File: src/hw/uart_consts.svh
`ifndef UART_CONSTS_SVH
`define UART_CONSTS_SVH

////////////////////////////////////////////////////////////
// Serial timing shared by the tick generator, both
// directions and the testbench.
////////////////////////////////////////////////////////////

// Number of clk cycles between two oversampling ticks.
`define UART_CLKS_PER_TICK 4

// Number of ticks in one bit period.
`define UART_OVERSAMPLE 8

// Data bits in one 8N1 frame.
`define UART_DATA_BITS 8

`endif

File: src/hw/uart_frame_pkg.sv
`include "uart_consts.svh"

package uart_frame_pkg;

    // Parallel data byte on both the receive and the transmit side.
    typedef logic [`UART_DATA_BITS-1:0] uart_byte_t;

    // Index of the data bit currently on the line.
    typedef logic [$clog2(`UART_DATA_BITS)-1:0] uart_bit_idx_t;

    // Ticks inside a bit period, with room for one and a half periods.
    typedef logic [$clog2(`UART_OVERSAMPLE + `UART_OVERSAMPLE/2)-1:0] uart_os_cnt_t;

    // clk cycles inside one tick period.
    typedef logic [$clog2(`UART_CLKS_PER_TICK)-1:0] uart_div_cnt_t;

endpackage

File: src/hw/uart_fsm_pkg.sv
package uart_fsm_pkg;

    // Receiver. Hunts for a falling edge, moves to the middle of the start
    // bit, then samples data and stop on the centre of each bit.
    typedef enum logic [1:0] {
        rx_find_edge   = 2'd0,
        rx_start_align = 2'd1,
        rx_data_bits   = 2'd2,
        rx_stop_bit    = 2'd3
    } uart_rx_state_t;

    // Transmitter.
    typedef enum logic [1:0] {
        tx_idle      = 2'd0,
        tx_start_bit = 2'd1,
        tx_data_bits = 2'd2,
        tx_stop_bit  = 2'd3
    } uart_tx_state_t;

endpackage

File: src/hw/uart_rx.sv
`timescale 1ns/1ps
`include "uart_consts.svh"

module uart_rx
    import uart_frame_pkg::*;
    import uart_fsm_pkg::*;
(
    input  logic       clk,
    input  logic       rst,
    input  logic       tick,
    input  logic       rx,
    output uart_byte_t rx_data,
    output logic       rx_valid,
    output logic       rx_framing_error
);

    localparam uart_os_cnt_t  half_last = uart_os_cnt_t'(`UART_OVERSAMPLE / 2 - 1);
    localparam uart_os_cnt_t  bit_last  = uart_os_cnt_t'(`UART_OVERSAMPLE - 1);
    localparam uart_bit_idx_t idx_last  = uart_bit_idx_t'(`UART_DATA_BITS - 1);

    uart_rx_state_t state;
    logic           prev_rx;
    uart_bit_idx_t  bit_idx;
    uart_os_cnt_t   os_cnt;
    uart_byte_t     shift_reg;
    logic           sample;

    // High on the tick at the centre of a data bit.
    assign sample = tick && (state == rx_data_bits) && (os_cnt == bit_last);

    always_ff @(posedge clk) begin
        if (sample) begin
            shift_reg[bit_idx] <= rx; // LSB arrives first.
        end
    end

    ////////////////////////////////////////////////////////////
    // Frame FSM
    ////////////////////////////////////////////////////////////

    always_ff @(posedge clk) begin
        if (rst) begin
            state            <= rx_find_edge;
            prev_rx          <= 1'b1; // The line idles at the mark level.
            bit_idx          <= '0;
            os_cnt           <= '0;
            rx_data          <= '0;
            rx_valid         <= 1'b0;
            rx_framing_error <= 1'b0;
        end else begin
            rx_valid         <= 1'b0;
            rx_framing_error <= 1'b0;
            if (tick) begin
                case (state)
                    rx_find_edge: begin
                        prev_rx <= rx;
                        if (prev_rx && !rx) begin
                            state  <= rx_start_align;
                            os_cnt <= '0;
                        end
                    end
                    rx_start_align: begin
                        // Half a bit puts every later sample at a bit centre.
                        if (os_cnt == half_last) begin
                            os_cnt  <= '0;
                            bit_idx <= '0;
                            state   <= rx_data_bits;
                        end else begin
                            os_cnt <= os_cnt + 1'b1;
                        end
                    end
                    rx_data_bits: begin
                        if (os_cnt == bit_last) begin
                            os_cnt <= '0;
                            if (bit_idx == idx_last) begin
                                state <= rx_stop_bit;
                            end else begin
                                bit_idx <= bit_idx + 1'b1;
                            end
                        end else begin
                            os_cnt <= os_cnt + 1'b1;
                        end
                    end
                    rx_stop_bit: begin
                        if (os_cnt == bit_last) begin
                            os_cnt  <= '0;
                            prev_rx <= rx; // A low stop must go high again before the next edge.
                            state   <= rx_find_edge;
                            if (rx) begin
                                rx_valid <= 1'b1;
                                rx_data  <= shift_reg;
                            end else begin
                                rx_framing_error <= 1'b1;
                            end
                        end else begin
                            os_cnt <= os_cnt + 1'b1;
                        end
                    end
                    default: state <= rx_find_edge;
                endcase
            end
        end
    end

    // Each frame ends in exactly one outcome, reported as a single pulse.
    a_one_outcome: assert property (@(posedge clk) disable iff (rst)
        !(rx_valid && rx_framing_error));
    a_valid_pulse: assert property (@(posedge clk) disable iff (rst)
        rx_valid |=> !rx_valid);
    a_error_pulse: assert property (@(posedge clk) disable iff (rst)
        rx_framing_error |=> !rx_framing_error);

endmodule

File: src/hw/uart_tick_gen.sv
`timescale 1ns/1ps
`include "uart_consts.svh"

module uart_tick_gen
    import uart_frame_pkg::*;
(
    input  logic clk,
    input  logic rst,
    output logic tick
);

    localparam uart_div_cnt_t div_last = uart_div_cnt_t'(`UART_CLKS_PER_TICK - 1);

    uart_div_cnt_t div_cnt;

    ////////////////////////////////////////////////////////////
    // Modulo divider. Both directions run on this phase, so the
    // receiver's sampling grid is fixed relative to tx.
    ////////////////////////////////////////////////////////////

    always_ff @(posedge clk) begin
        if (rst) begin
            div_cnt <= '0;
            tick    <= 1'b0;
        end else if (div_cnt == div_last) begin
            div_cnt <= '0;
            tick    <= 1'b1; // Registered, so the first tick lands a full period after reset.
        end else begin
            div_cnt <= div_cnt + 1'b1;
            tick    <= 1'b0;
        end
    end

endmodule

File: src/hw/uart_top.sv
`timescale 1ns/1ps

module uart_top
    import uart_frame_pkg::*;
(
    input  logic       clk,
    input  logic       rst,
    input  logic       rx,
    input  logic       tx_start,
    input  uart_byte_t tx_data,
    output logic       tx,
    output logic       tx_busy,
    output uart_byte_t rx_data,
    output logic       rx_valid,
    output logic       rx_framing_error
);

    logic tick; // Shared oversampling strobe.

    ////////////////////////////////////////////////////////////
    // One tick source for both directions
    ////////////////////////////////////////////////////////////

    uart_tick_gen u_tick_gen (
        .clk  (clk),
        .rst  (rst),
        .tick (tick)
    );

    uart_rx u_rx (
        .clk              (clk),
        .rst              (rst),
        .tick             (tick),
        .rx               (rx),
        .rx_data          (rx_data),
        .rx_valid         (rx_valid),
        .rx_framing_error (rx_framing_error)
    );

    uart_tx u_tx (
        .clk      (clk),
        .rst      (rst),
        .tick     (tick),
        .tx_start (tx_start),
        .tx_data  (tx_data),
        .tx       (tx),
        .tx_busy  (tx_busy)
    );

endmodule

File: src/hw/uart_tx.sv
`timescale 1ns/1ps
`include "uart_consts.svh"

module uart_tx
    import uart_frame_pkg::*;
    import uart_fsm_pkg::*;
(
    input  logic       clk,
    input  logic       rst,
    input  logic       tick,
    input  logic       tx_start,
    input  uart_byte_t tx_data,
    output logic       tx,
    output logic       tx_busy
);

    localparam uart_os_cnt_t  bit_last = uart_os_cnt_t'(`UART_OVERSAMPLE - 1);
    localparam uart_bit_idx_t idx_last = uart_bit_idx_t'(`UART_DATA_BITS - 1);

    uart_tx_state_t state;
    uart_byte_t     shift_reg;
    uart_bit_idx_t  bit_idx;
    uart_os_cnt_t   os_cnt;
    logic           accept;
    logic           bit_end;

    assign accept  = tx_start && !tx_busy; // Starts while busy are dropped.
    assign bit_end = tick && (os_cnt == bit_last);

    always_ff @(posedge clk) begin
        if (accept) begin
            shift_reg <= tx_data;
        end else if (bit_end && (state == tx_start_bit || state == tx_data_bits)) begin
            shift_reg <= shift_reg >> 1; // Next bit to send sits in bit 0.
        end
    end

    ////////////////////////////////////////////////////////////
    // Frame FSM
    ////////////////////////////////////////////////////////////

    // Idle with tx_busy high means a byte is waiting for the next tick.
    always_ff @(posedge clk) begin
        if (rst) begin
            state   <= tx_idle;
            tx      <= 1'b1;
            tx_busy <= 1'b0;
            bit_idx <= '0;
            os_cnt  <= '0;
        end else begin
            case (state)
                tx_idle: begin
                    if (accept) begin
                        tx_busy <= 1'b1;
                    end else if (tx_busy && tick) begin
                        state  <= tx_start_bit;
                        tx     <= 1'b0;
                        os_cnt <= '0;
                    end
                end
                tx_start_bit: begin
                    if (bit_end) begin
                        os_cnt  <= '0;
                        bit_idx <= '0;
                        tx      <= shift_reg[0];
                        state   <= tx_data_bits;
                    end else if (tick) begin
                        os_cnt <= os_cnt + 1'b1;
                    end
                end
                tx_data_bits: begin
                    if (bit_end) begin
                        os_cnt <= '0;
                        if (bit_idx == idx_last) begin
                            tx    <= 1'b1;
                            state <= tx_stop_bit;
                        end else begin
                            bit_idx <= bit_idx + 1'b1;
                            tx      <= shift_reg[0];
                        end
                    end else if (tick) begin
                        os_cnt <= os_cnt + 1'b1;
                    end
                end
                tx_stop_bit: begin
                    if (bit_end) begin
                        os_cnt  <= '0;
                        tx_busy <= 1'b0;
                        state   <= tx_idle;
                    end else if (tick) begin
                        os_cnt <= os_cnt + 1'b1;
                    end
                end
                default: state <= tx_idle;
            endcase
        end
    end

    // The line only leaves the mark level inside a frame.
    a_idle_mark: assert property (@(posedge clk) disable iff (rst) !tx_busy |-> tx);

endmodule

File: config.mk
export PLATFORM = sky130hd
export DESIGN_NAME = uart_top
export DESIGN_NICKNAME = d
export VERILOG_FILES = /design/src/hw/uart_frame_pkg.sv /design/src/hw/uart_fsm_pkg.sv /design/src/hw/uart_rx.sv /design/src/hw/uart_tick_gen.sv /design/src/hw/uart_top.sv /design/src/hw/uart_tx.sv
export VERILOG_INCLUDE_DIRS = /design/src /design/src/hw
export SDC_FILE = /design/constraint.sdc
export NUM_CORES = 1
export LEC_CHECK = 0
export ABC_CLOCK_PERIOD_IN_PS = 1600
export BUFFER_PORTS_ARGS = -buffer_cell sky130_fd_sc_hd__buf_4
export CAP_MARGIN = 20
export CORE_MARGIN = 10
export CORE_UTILIZATION = 50
export DETAILED_ROUTE_END_ITERATION = 8
export PLACE_DENSITY = 0.73
export SLEW_MARGIN = 40
export SYNTH_ARGS = -nofsm -noshare
export SYNTH_HDL_FRONTEND = slang
export SYNTH_SLANG_ARGS = --single-unit
export TNS_END_PERCENT = 50
File: constraint.sdc
create_clock -name clk -period 1.6 [get_ports clk]
set_input_delay 0.08 -clock clk [delete_from_list [all_inputs] [get_ports clk]]
set_output_delay 0.08 -clock clk [all_outputs]
set_load 0.1 [all_outputs]
---- After elaboration in Yosys (flattened, before gate mapping) ----
Cells that the tools add are included.
word-level totals
  word-level logic and storage cells ...... 135
  input port bits ......................... 12
  register bits ........................... 50
  latch bits .............................. 0
  memory bits (writable) .................. 0
  bits in read-only memories .............. 0
  memories ................................ 0
cells by class
  muxes and demuxes ....................... 49
  div/mod/pow operators ................... 0
  bitwise operators ....................... 3
  shift-type cells ........................ 0
  add/subtract/negate cells ............... 5
  reductions and logical operators ........ 33
  multipliers ............................. 0
  order comparisons ....................... 2
  eq/ne operators ......................... 27
operator list
  kind                                                                     count
  4-bit two-way mux                                                        7
  2-bit two-way mux                                                        11
  3-bit two-way mux                                                        6
  8-bit two-way mux                                                        2
  2-bit by 1-bit inequality test with 1-bit output, second input constant  8
  2-bit case mux with 4 select lines                                       2
  1-bit two-way mux                                                        12
  2-bit inequality test, second input constant                             6
  3-bit case mux with 2 select lines                                       2
  4-bit case mux with 3 select lines                                       1
  6-bit AND reduction                                                      2
  2-bit == test, second input constant                                     5
  5-bit AND reduction                                                      2
  2-bit nonzero test                                                       5
  3-bit AND reduction                                                      3
  4-bit by 1-bit adder with 4-bit output, second input constant            2
  8-bit bitwise mux                                                        1
  4-bit by 3-bit == test with 1-bit output, second input constant          2
  1-bit logical AND                                                        8
  4-bit case mux with 2 select lines                                       1
  4-bit AND reduction                                                      2
  3-bit by 1-bit adder with 3-bit output, second input constant            2
  3-bit == test, second input constant                                     2
  2-bit by 1-bit == test with 1-bit output, second input constant          2
  17 further kinds                                                         23

---- Logic depth before layout (Yosys ltp) ----
Gate-level depths: netlist (run 1).
  word-level depth ........................ 5
  depth in mapped cells ................... 7
  depth with buffers taken out ............ 6

---- Modules after synthesis ----
From an unflattened synthesis (run 1), not the netlist that was laid out.
second synthesis, totals
  cells, all modules ...................... 229
  area, all modules ....................... 2,453.6 µm²
by module, submodules not included
  module         cells an instance  instances  area each (µm²)
  uart_rx        130                1          1,342.5
  uart_tx        92                 1          1,007.2
  uart_tick_gen  7                  1          103.8

---- Worst setup path after synthesis (run 1) ----
OpenSTA, ideal clock, no wires.
  kind .................................... reg-to-reg
  start ................................... register u_tx.tx_busy
  end ..................................... register u_tx.tx
  path buffers ............................ 0
  library setup time ...................... 0.122 ns
  data arrival time ....................... 1.987 ns
  path slack .............................. -0.510 ns
  period minus slack after synthesis ...... 2.110 ns
  stages on the path, launching flop included .. 5
  path through ............................ dfxtp_1 a21boi_1 a211oi_1 nor2b_1 a311o_1
between the ends
  word-level cells in the longest chain between the ends .. 4
  elaborated cells between the ends (all ways) .. 6
  classes of those cells .................. eq/ne: 2; reduce/logical: 4
ends and longest elaborated chain
  what                                    RTL line       RTL
  from (decl)                             uart_tx.sv:14  output logic tx_busy
  from (signal assigned)                  uart_tx.sv:47  tx_busy <= 1'b0;
  from (signal assigned)                  uart_tx.sv:54  tx_busy <= 1'b1;
  from (signal assigned)                  uart_tx.sv:88  tx_busy <= 1'b0;
  1-bit zero test                         uart_tx.sv:27  assign accept = tx_start && !tx_busy;
  1-bit logical AND                       uart_tx.sv:27
  2-bit inequality test (no source line)  --
  5-bit AND reduction (no source line) *  --
  to (signal assigned)                    uart_tx.sv:65  tx <= shift_reg[0];
  to (signal assigned)                    uart_tx.sv:79  tx <= shift_reg[0];
  to (decl)                               uart_tx.sv:13  output logic tx,
Every way passes the cells marked *; elsewhere a longest branch is shown, timed or not.
A chain may end at the register's enable or synchronous reset.

---- Worst setup path in the final report (run 1) ----
  start ................................... register u_rx.state[1]
  end ..................................... register u_rx.os_cnt[0]
between the ends
  word-level cells in the longest chain between the ends .. 3
  elaborated cells between the ends (all ways) .. 8
  classes of those cells .................. eq/ne: 4; mux: 1; reduce/logical: 3
ends and longest elaborated chain
  what                                                                                                     RTL line       RTL
  from (decl)                                                                                              uart_rx.sv:21  uart_rx_state_t state;
  from (signal assigned)                                                                                   uart_rx.sv:43  state <= rx_find_edge;
  from (signal assigned)                                                                                   uart_rx.sv:58  state <= rx_start_align;
  from (signal assigned)                                                                                   uart_rx.sv:67  state <= rx_data_bits;
  2-bit == test or 2-bit zero test (tied branches)                                                         uart_rx.sv:54  case (state)
  2-bit OR reduction (no source line) or 2-bit by 1-bit inequality test with 1-bit output (tied branches)  --
  4-bit case mux with 3 select lines or 2-bit AND reduction (tied branches)                                --
  to (signal assigned)                                                                                     uart_rx.sv:69  os_cnt <= os_cnt + 1'b1;
  to (signal assigned)                                                                                     uart_rx.sv:81  os_cnt <= os_cnt + 1'b1;
  to (signal assigned)                                                                                     uart_rx.sv:96  os_cnt <= os_cnt + 1'b1;
  to (decl)                                                                                                uart_rx.sv:24  uart_os_cnt_t os_cnt;
Several ways; a longest one is shown, not always the timed one.

==> results.toml, run 1 <==
[timing]
setup_violations = 6
fin_crit_sh = 1.06
hold_violations = 0
period_minus_slack_ps = 1700
fin_ws_ps = -101
rsz0062_at_grt = "true"
slew_headroom = 0.748
worst_slew_pin_slew_ps = 376
clock.fmax_ghz = 0.588
drv_slew = 0
final.setup_skew_ps = 5.66

[routing]
wl_per_cell_um = 14.9
vias = 1930
dr.pass1.iters = 4
routed_via_density = 5.32
wl_um = 5430
ant_nets = 0
post-route-drc-count = 0
drtIter0Drc = 92

[layout]
diodes = 0
area_delta_synth_final_pct = 36.1
finalNetCount = 325
finish.utilization = 0.704
n_fill_cell = 348
final_cells = 363
drive_gt1_frac = 0.419

[clocking]
clk_pin_slew_ps = 90
cts_made_buffers = 5
hold_buffers = 0
clkLatencyLatePin_ps = 300
clk_root_buffer_cell = "clkbuf_8"
htree_num_levels = 2
cts.sinks = 50
cts_tree = "yes"
cts.path.max_buffers = 2

[synthesis]
synth-edff-count = 16
synth-seq-cells = 50
synth.largest_area_cell = "dfxtp_1"
synth.cell_area_sq_um = 2440
netlist_instances = 235
synth_top_area_share = 0.279
async_flop_share = 0
syn_area_per_cell_sq_um = 10.4
synth_fp_nets = 265
ys_seq_area_frac = 0.476
synth_warnings = 0
netlist_top_cells_area = "dfxtp_1, edfxtp_1, ha_1"
ys.flop_type = "dfxtp_1"
synthDistinctLibCells = 45

[placement]
dp_hpwl_um = 3530
place_ws_ps = -153
gp_congestion = 0.833
port-buffer-count = 23
place_inst = 349

[critical_path]
crit_required_ps = 1830
path_class = "register to register"
path_max_fanout = 5
cp-start-kind = "register"
end_kind = "register"
cp.arrival_ps = 1930

[outcome]
status = "complete, but fails checks"
violations = "negative setup slack"

[global_routing]
first_global_vias = 1918
track_usage = 0.123
grt_max_degree = 31
antenna_found_initial = 0
grt_pass1_wl_um = 8590
use_met3 = 0.0374
busiest_layer = "met2"
grt-ovfl-total = 0
grtUsageMet1 = 0.146
gr-usage-met2 = 0.205

[floorplan]
fp-row-count = 25
io_pins = 24
start_util = 0.517
die_w_um = 89.9
die_h_um = 89.9
core_sq_um = 4720
dieArea_sq_um = 8080

[power_and_ir_drop]
peakVddDrop_v = 0.000600
leakage_nw = 1.39
comb_power_share = 0.290
power_density_nw_per_um2 = 989
power.internal_w = 0.00231
switchingPower_w = 0.000980
p_clk_frac = 0.267
seqPwrFrac = 0.443
power_switching_share = 0.298

[hold_path]
hold_class = "input port to register"

[flow_run]
max-cap-violations = 0
## cells in the mapped netlist (all sizes together) (3+ instances only)
cell and n:
mux2 7, a22oi 3, ha 18, nand3 4
a21oi 10, or4b 3, inv 11, nor2b 5
buf 3, mux2i 15, nor3 8, dfxtp 34
nand2 19, nand4b 4, and2 4, edfxtp 16
nor3b 3, a211oi 3, clkbuf 4, nor2 25
o21ai 8
## power by group through the flow
stage / clock [W] / combinational, W / sequential [W]
final: 0.000879 / 0.000953 / 0.00146
after CTS: 0.000905 / 0.000850 / 0.00145
after global placement: 0 / 0.000784 / 0.00147
after global routing: 0.000956 / 0.00103 / 0.00147
after detailed placement: 0 / 0.000803 / 0.00148
after floorplan: 0 / 0.000374 / 0.00161
## per-stage QoR
stage | instance area, sq um | hold slack, ps | setup TNS [ps] | power [W]
after global routing | 3320 | 58.3 | -1190 | 0.00345
after floorplan | 2490 | 159 | -64.3 | 0.00198
after CTS | 3150 | 52.4 | -88.8 | 0.00320
after detailed placement | 2950 | 372 | -604 | 0.00228
after global placement | 2950 | 366 | -254 | 0.00226
final | 3320 | 63.9 | -253 | 0.00329
## final cells by class
type	instances	area, sq um	area share
Multi-Input combinational cell	167	1420	0.428
Sequential cell	50	1180	0.356
Timing Repair Buffer	60	478	0.144
Tap cell	67	83.8	0.0252
Clock buffer	6	72.6	0.0218
Inverter	11	46.3	0.0139
Clock inverter	2	37.5	0.0113
## layer usage
metal / wire length, um / share of wire / up-vias
met3: 200 / 0.037 / 8
met2: 2740 / 0.50 / 31
li1: - / - / 964
met5: 0 / 0 / -
met4: 86 / 0.016 / 0
met1: 2400 / 0.44 / 927
## placed cells by master, fill, tap and decap left out, types with 3 or more instances in the layout
| cell type | n |
|---|---|
| nor3_1 | 5 |
| nor2b_1 | 5 |
| mux2i_1 | 15 |
| nand4b_1 | 4 |
| nor2_1 | 25 |
| and2_1 | 4 |
| o21ai_0 | 5 |
| inv_2 | 3 |
| dfxtp_4 | 3 |
| a21oi_1 | 8 |
| inv_1 | 6 |
| ha_4 | 6 |
| clkbuf_8 | 5 |
| buf_6 | 4 |
| nand3_1 | 4 |
| edfxtp_1 | 16 |
| dfxtp_1 | 22 |
| ha_2 | 4 |
| dfxtp_2 | 9 |
| buf_4 | 55 |
| ha_1 | 8 |
| mux2_2 | 7 |
| nand2_1 | 19 |
| nor3_2 | 3 |
| nor3b_1 | 3 |
## cell families after synthesis
family / share of synthesized area
flip-flops: 0.476
adder cells (fa/ha/maj): 0.0923
AND/OR/NAND/NOR: 0.208
AO/OA/AOI/OAI: 0.0999
buffers and inverters: 0.0302
multiplexers: 0.0938
## path summary, 6_finish.rpt
check | startpoint | endpoint | slack, ps | cells after the start
worst max-delay path | u_rx.state[1] | u_rx.os_cnt[0] | -100 | 6
worst min-delay path | rx | u_rx.rx_framing_error | 60 | 2
worst max register to register | u_rx.state[1] | u_rx.os_cnt[0] | -100 | 6
worst min register to register | u_tick_gen.div_cnt[0] | u_tick_gen.div_cnt[0] | 440 | 1
## worst max-delay path: stages (launching register included)
cell and delay [ps]:
dfxtp_4 380, inv_4 70, ha_4 180, nor4bb_4 60
a211oi_2 300, or4b_4 510, a21oi_2 140
## repair_timing
action / CTS / global route
buffers inserted: 2 / 4
endpoints found under the setup margin: 17 / 35
pin swaps: 3 / 15
resized for setup: 19 / 38
Power figures use the tool's default switching activity.
==> run 2: changes to the inputs <==
SKIP_LAST_GASP = 1   (was unset)
==> run 2 against run 1 <==
  * The run still ends with negative setup slack left
  * Critical path depth down 1
  * Clock power down 0.9%
  * Cell area down 3.4%
  * Core utilization down 2.4 points
  * Register-to-register slack about the same
  * Flip-flop and latch count unchanged
  * Sequential share of layout area up 1.1 points
  * Routed wire length down 10%
==> results.toml, run 2 (synthesis gave the netlist of run 1 again) <==
[timing]
hold_slack_ps = 54.4
period_minus_slack_ps = 1690
setup_violations = 3
final.setup_skew_ps = 5.70
fin_crit_sh = 1.06
hold_violations = 0
clock.fmax_ghz = 0.590
fin_ws_ps = -94.3
rsz0062_at_grt = "true"
slew_headroom = 0.759
drv_slew = 0
worst_slew_pin_slew_ps = 359

[global_routing]
grt_max_degree = 31
first_global_vias = 1922
antenna_found_initial = 0
track_usage = 0.123
grt_pass1_wl_um = 8580
grt-ovfl-total = 0

[critical_path]
r2r-start = "u_rx.os_cnt[1]"
crit_required_ps = 1830
worstReg2RegEnd = "u_rx.os_cnt[0]"
path_class = "register to register"
cp.arrival_ps = 1920
reg2regPathDepth = 5
end_kind = "register"
path_max_fanout = 5
r2r_slack_ps = -90
cp-start-kind = "register"

[floorplan]
start_util = 0.517
die_h_um = 89.9
core_sq_um = 4720
dieArea_sq_um = 8080
fp-row-count = 25
die_w_um = 89.9
io_pins = 24

[routing]
post-route-drc-count = 0
routed_via_density = 5.23
wl_um = 4870
drtIter0Drc = 71
vias = 1881
wl_per_cell_um = 13.5
dr.pass1.iters = 4
ant_nets = 0

[clocking]
clk_pin_slew_ps = 80
htree_num_levels = 2
cts_tree = "yes"
cts.sinks = 50
cts.path.max_buffers = 2
cts_made_buffers = 5
hold_buffers = 0
clk_root_buffer_cell = "clkbuf_8"
clkLatencyLatePin_ps = 300

[hold_path]
worstHoldPathCells = 2
min_from = "rx"
hold_class = "input port to register"
hold_end = "u_rx.rx_framing_error"

[layout]
final_cell_mix = "buf_4, dfxtp_1, nor2_1, nand2_1, edfxtp_1"
final_cells = 360
final_common_cell = "buf_4"
drive_gt1_frac = 0.375
finalNetCount = 322
area_delta_synth_final_pct = 31.5
diodes = 0

[outcome]
violations = "negative setup slack"
status = "complete, but fails checks"

[power_and_ir_drop]
power_density_nw_per_um2 = 986
leakage_nw = 1.35
peakVddDrop_v = 0.000569

[placement]
port-buffer-count = 23
place_ws_ps = -153
place_inst = 349
gp_congestion = 0.833
dp_hpwl_um = 3530

[flow_run]
max-cap-violations = 0
==> run 2: cell types whose count changed in the layout (fill, tap and decap cells not counted), sizes merged <==
cell	before	now
buf	60	57
==> run 2: worst max path at each step <==
stage                               from              to  slack (ps)  depth (start not counted)
after global routing       u_rx.state[1]  u_rx.os_cnt[0]        -180                          6
after detailed placement   u_rx.state[0]  u_rx.os_cnt[0]        -150                          6
after CTS                  u_rx.state[0]  u_rx.os_cnt[0]         -50                          6
after floorplan            u_tx.state[0]         u_tx.tx         -30                          6
after global placement     u_rx.state[1]   u_rx.state[0]         -90                          6
final                     u_rx.os_cnt[1]  u_rx.os_cnt[0]         -90                          5
==> run 2: metrics by stage <==
step / TNS, ps / util / cell area (sq um) / total power [W]
2_1_floorplan: -64.3 / - / 2490 / 0.00198
3_3_place_gp: -254 / 0.625 / 2950 / 0.00226
3_5_place_dp: -604 / 0.625 / 2950 / 0.00228
4_1_cts: -577 / 0.664 / 3140 / 0.00320
5_1_grt: -1380 / 0.679 / 3210 / 0.00334
6_report: -141 / 0.679 / 3210 / 0.00316
==> run 2: area by class of cell <==
type	count	area (sq um)
timing repair buffer	57	444
inverter	11	43.8
multi-input combinational	167	1350
tap	67	83.8
clock inverter	2	37.5
clock buffer	6	72.6
fill	374	1510
sequential	50	1180
==> run 2: critical path, cell delays in order, from the launching register on <==
cell and delay (ps):
dfxtp_2 340, ha_4 180, nor4bb_4 160, a211oi_2 300, or4b_4 510, a21oi_2 130
==> run 2: where the power goes <==
group / internal (W) / leakage, nW / switching (W)
clock network: 0.000467 / 0.0514 / 0.000405
logic: 0.000377 / 0.875 / 0.000470
registers: 0.00140 / 0.428 / 0.0000435
total: 0.00225 / 1.35 / 0.000918
==> run 2: what timing repair did <==
action / in CTS / in global routing
buffers inserted: 2 / 2
resized for setup: 14 / 21
pin swaps: 3 / 7
endpoints found under the setup margin: 17 / 35
==> run 2: layer usage <==
layer,routed length [um],track usage,vias to the layer above
met5,0,0,-
met4,84,0.0438,0
met3,221,0.0374,8
met2,2370,0.205,26
met1,2190,0.145,892
li1,-,-,955
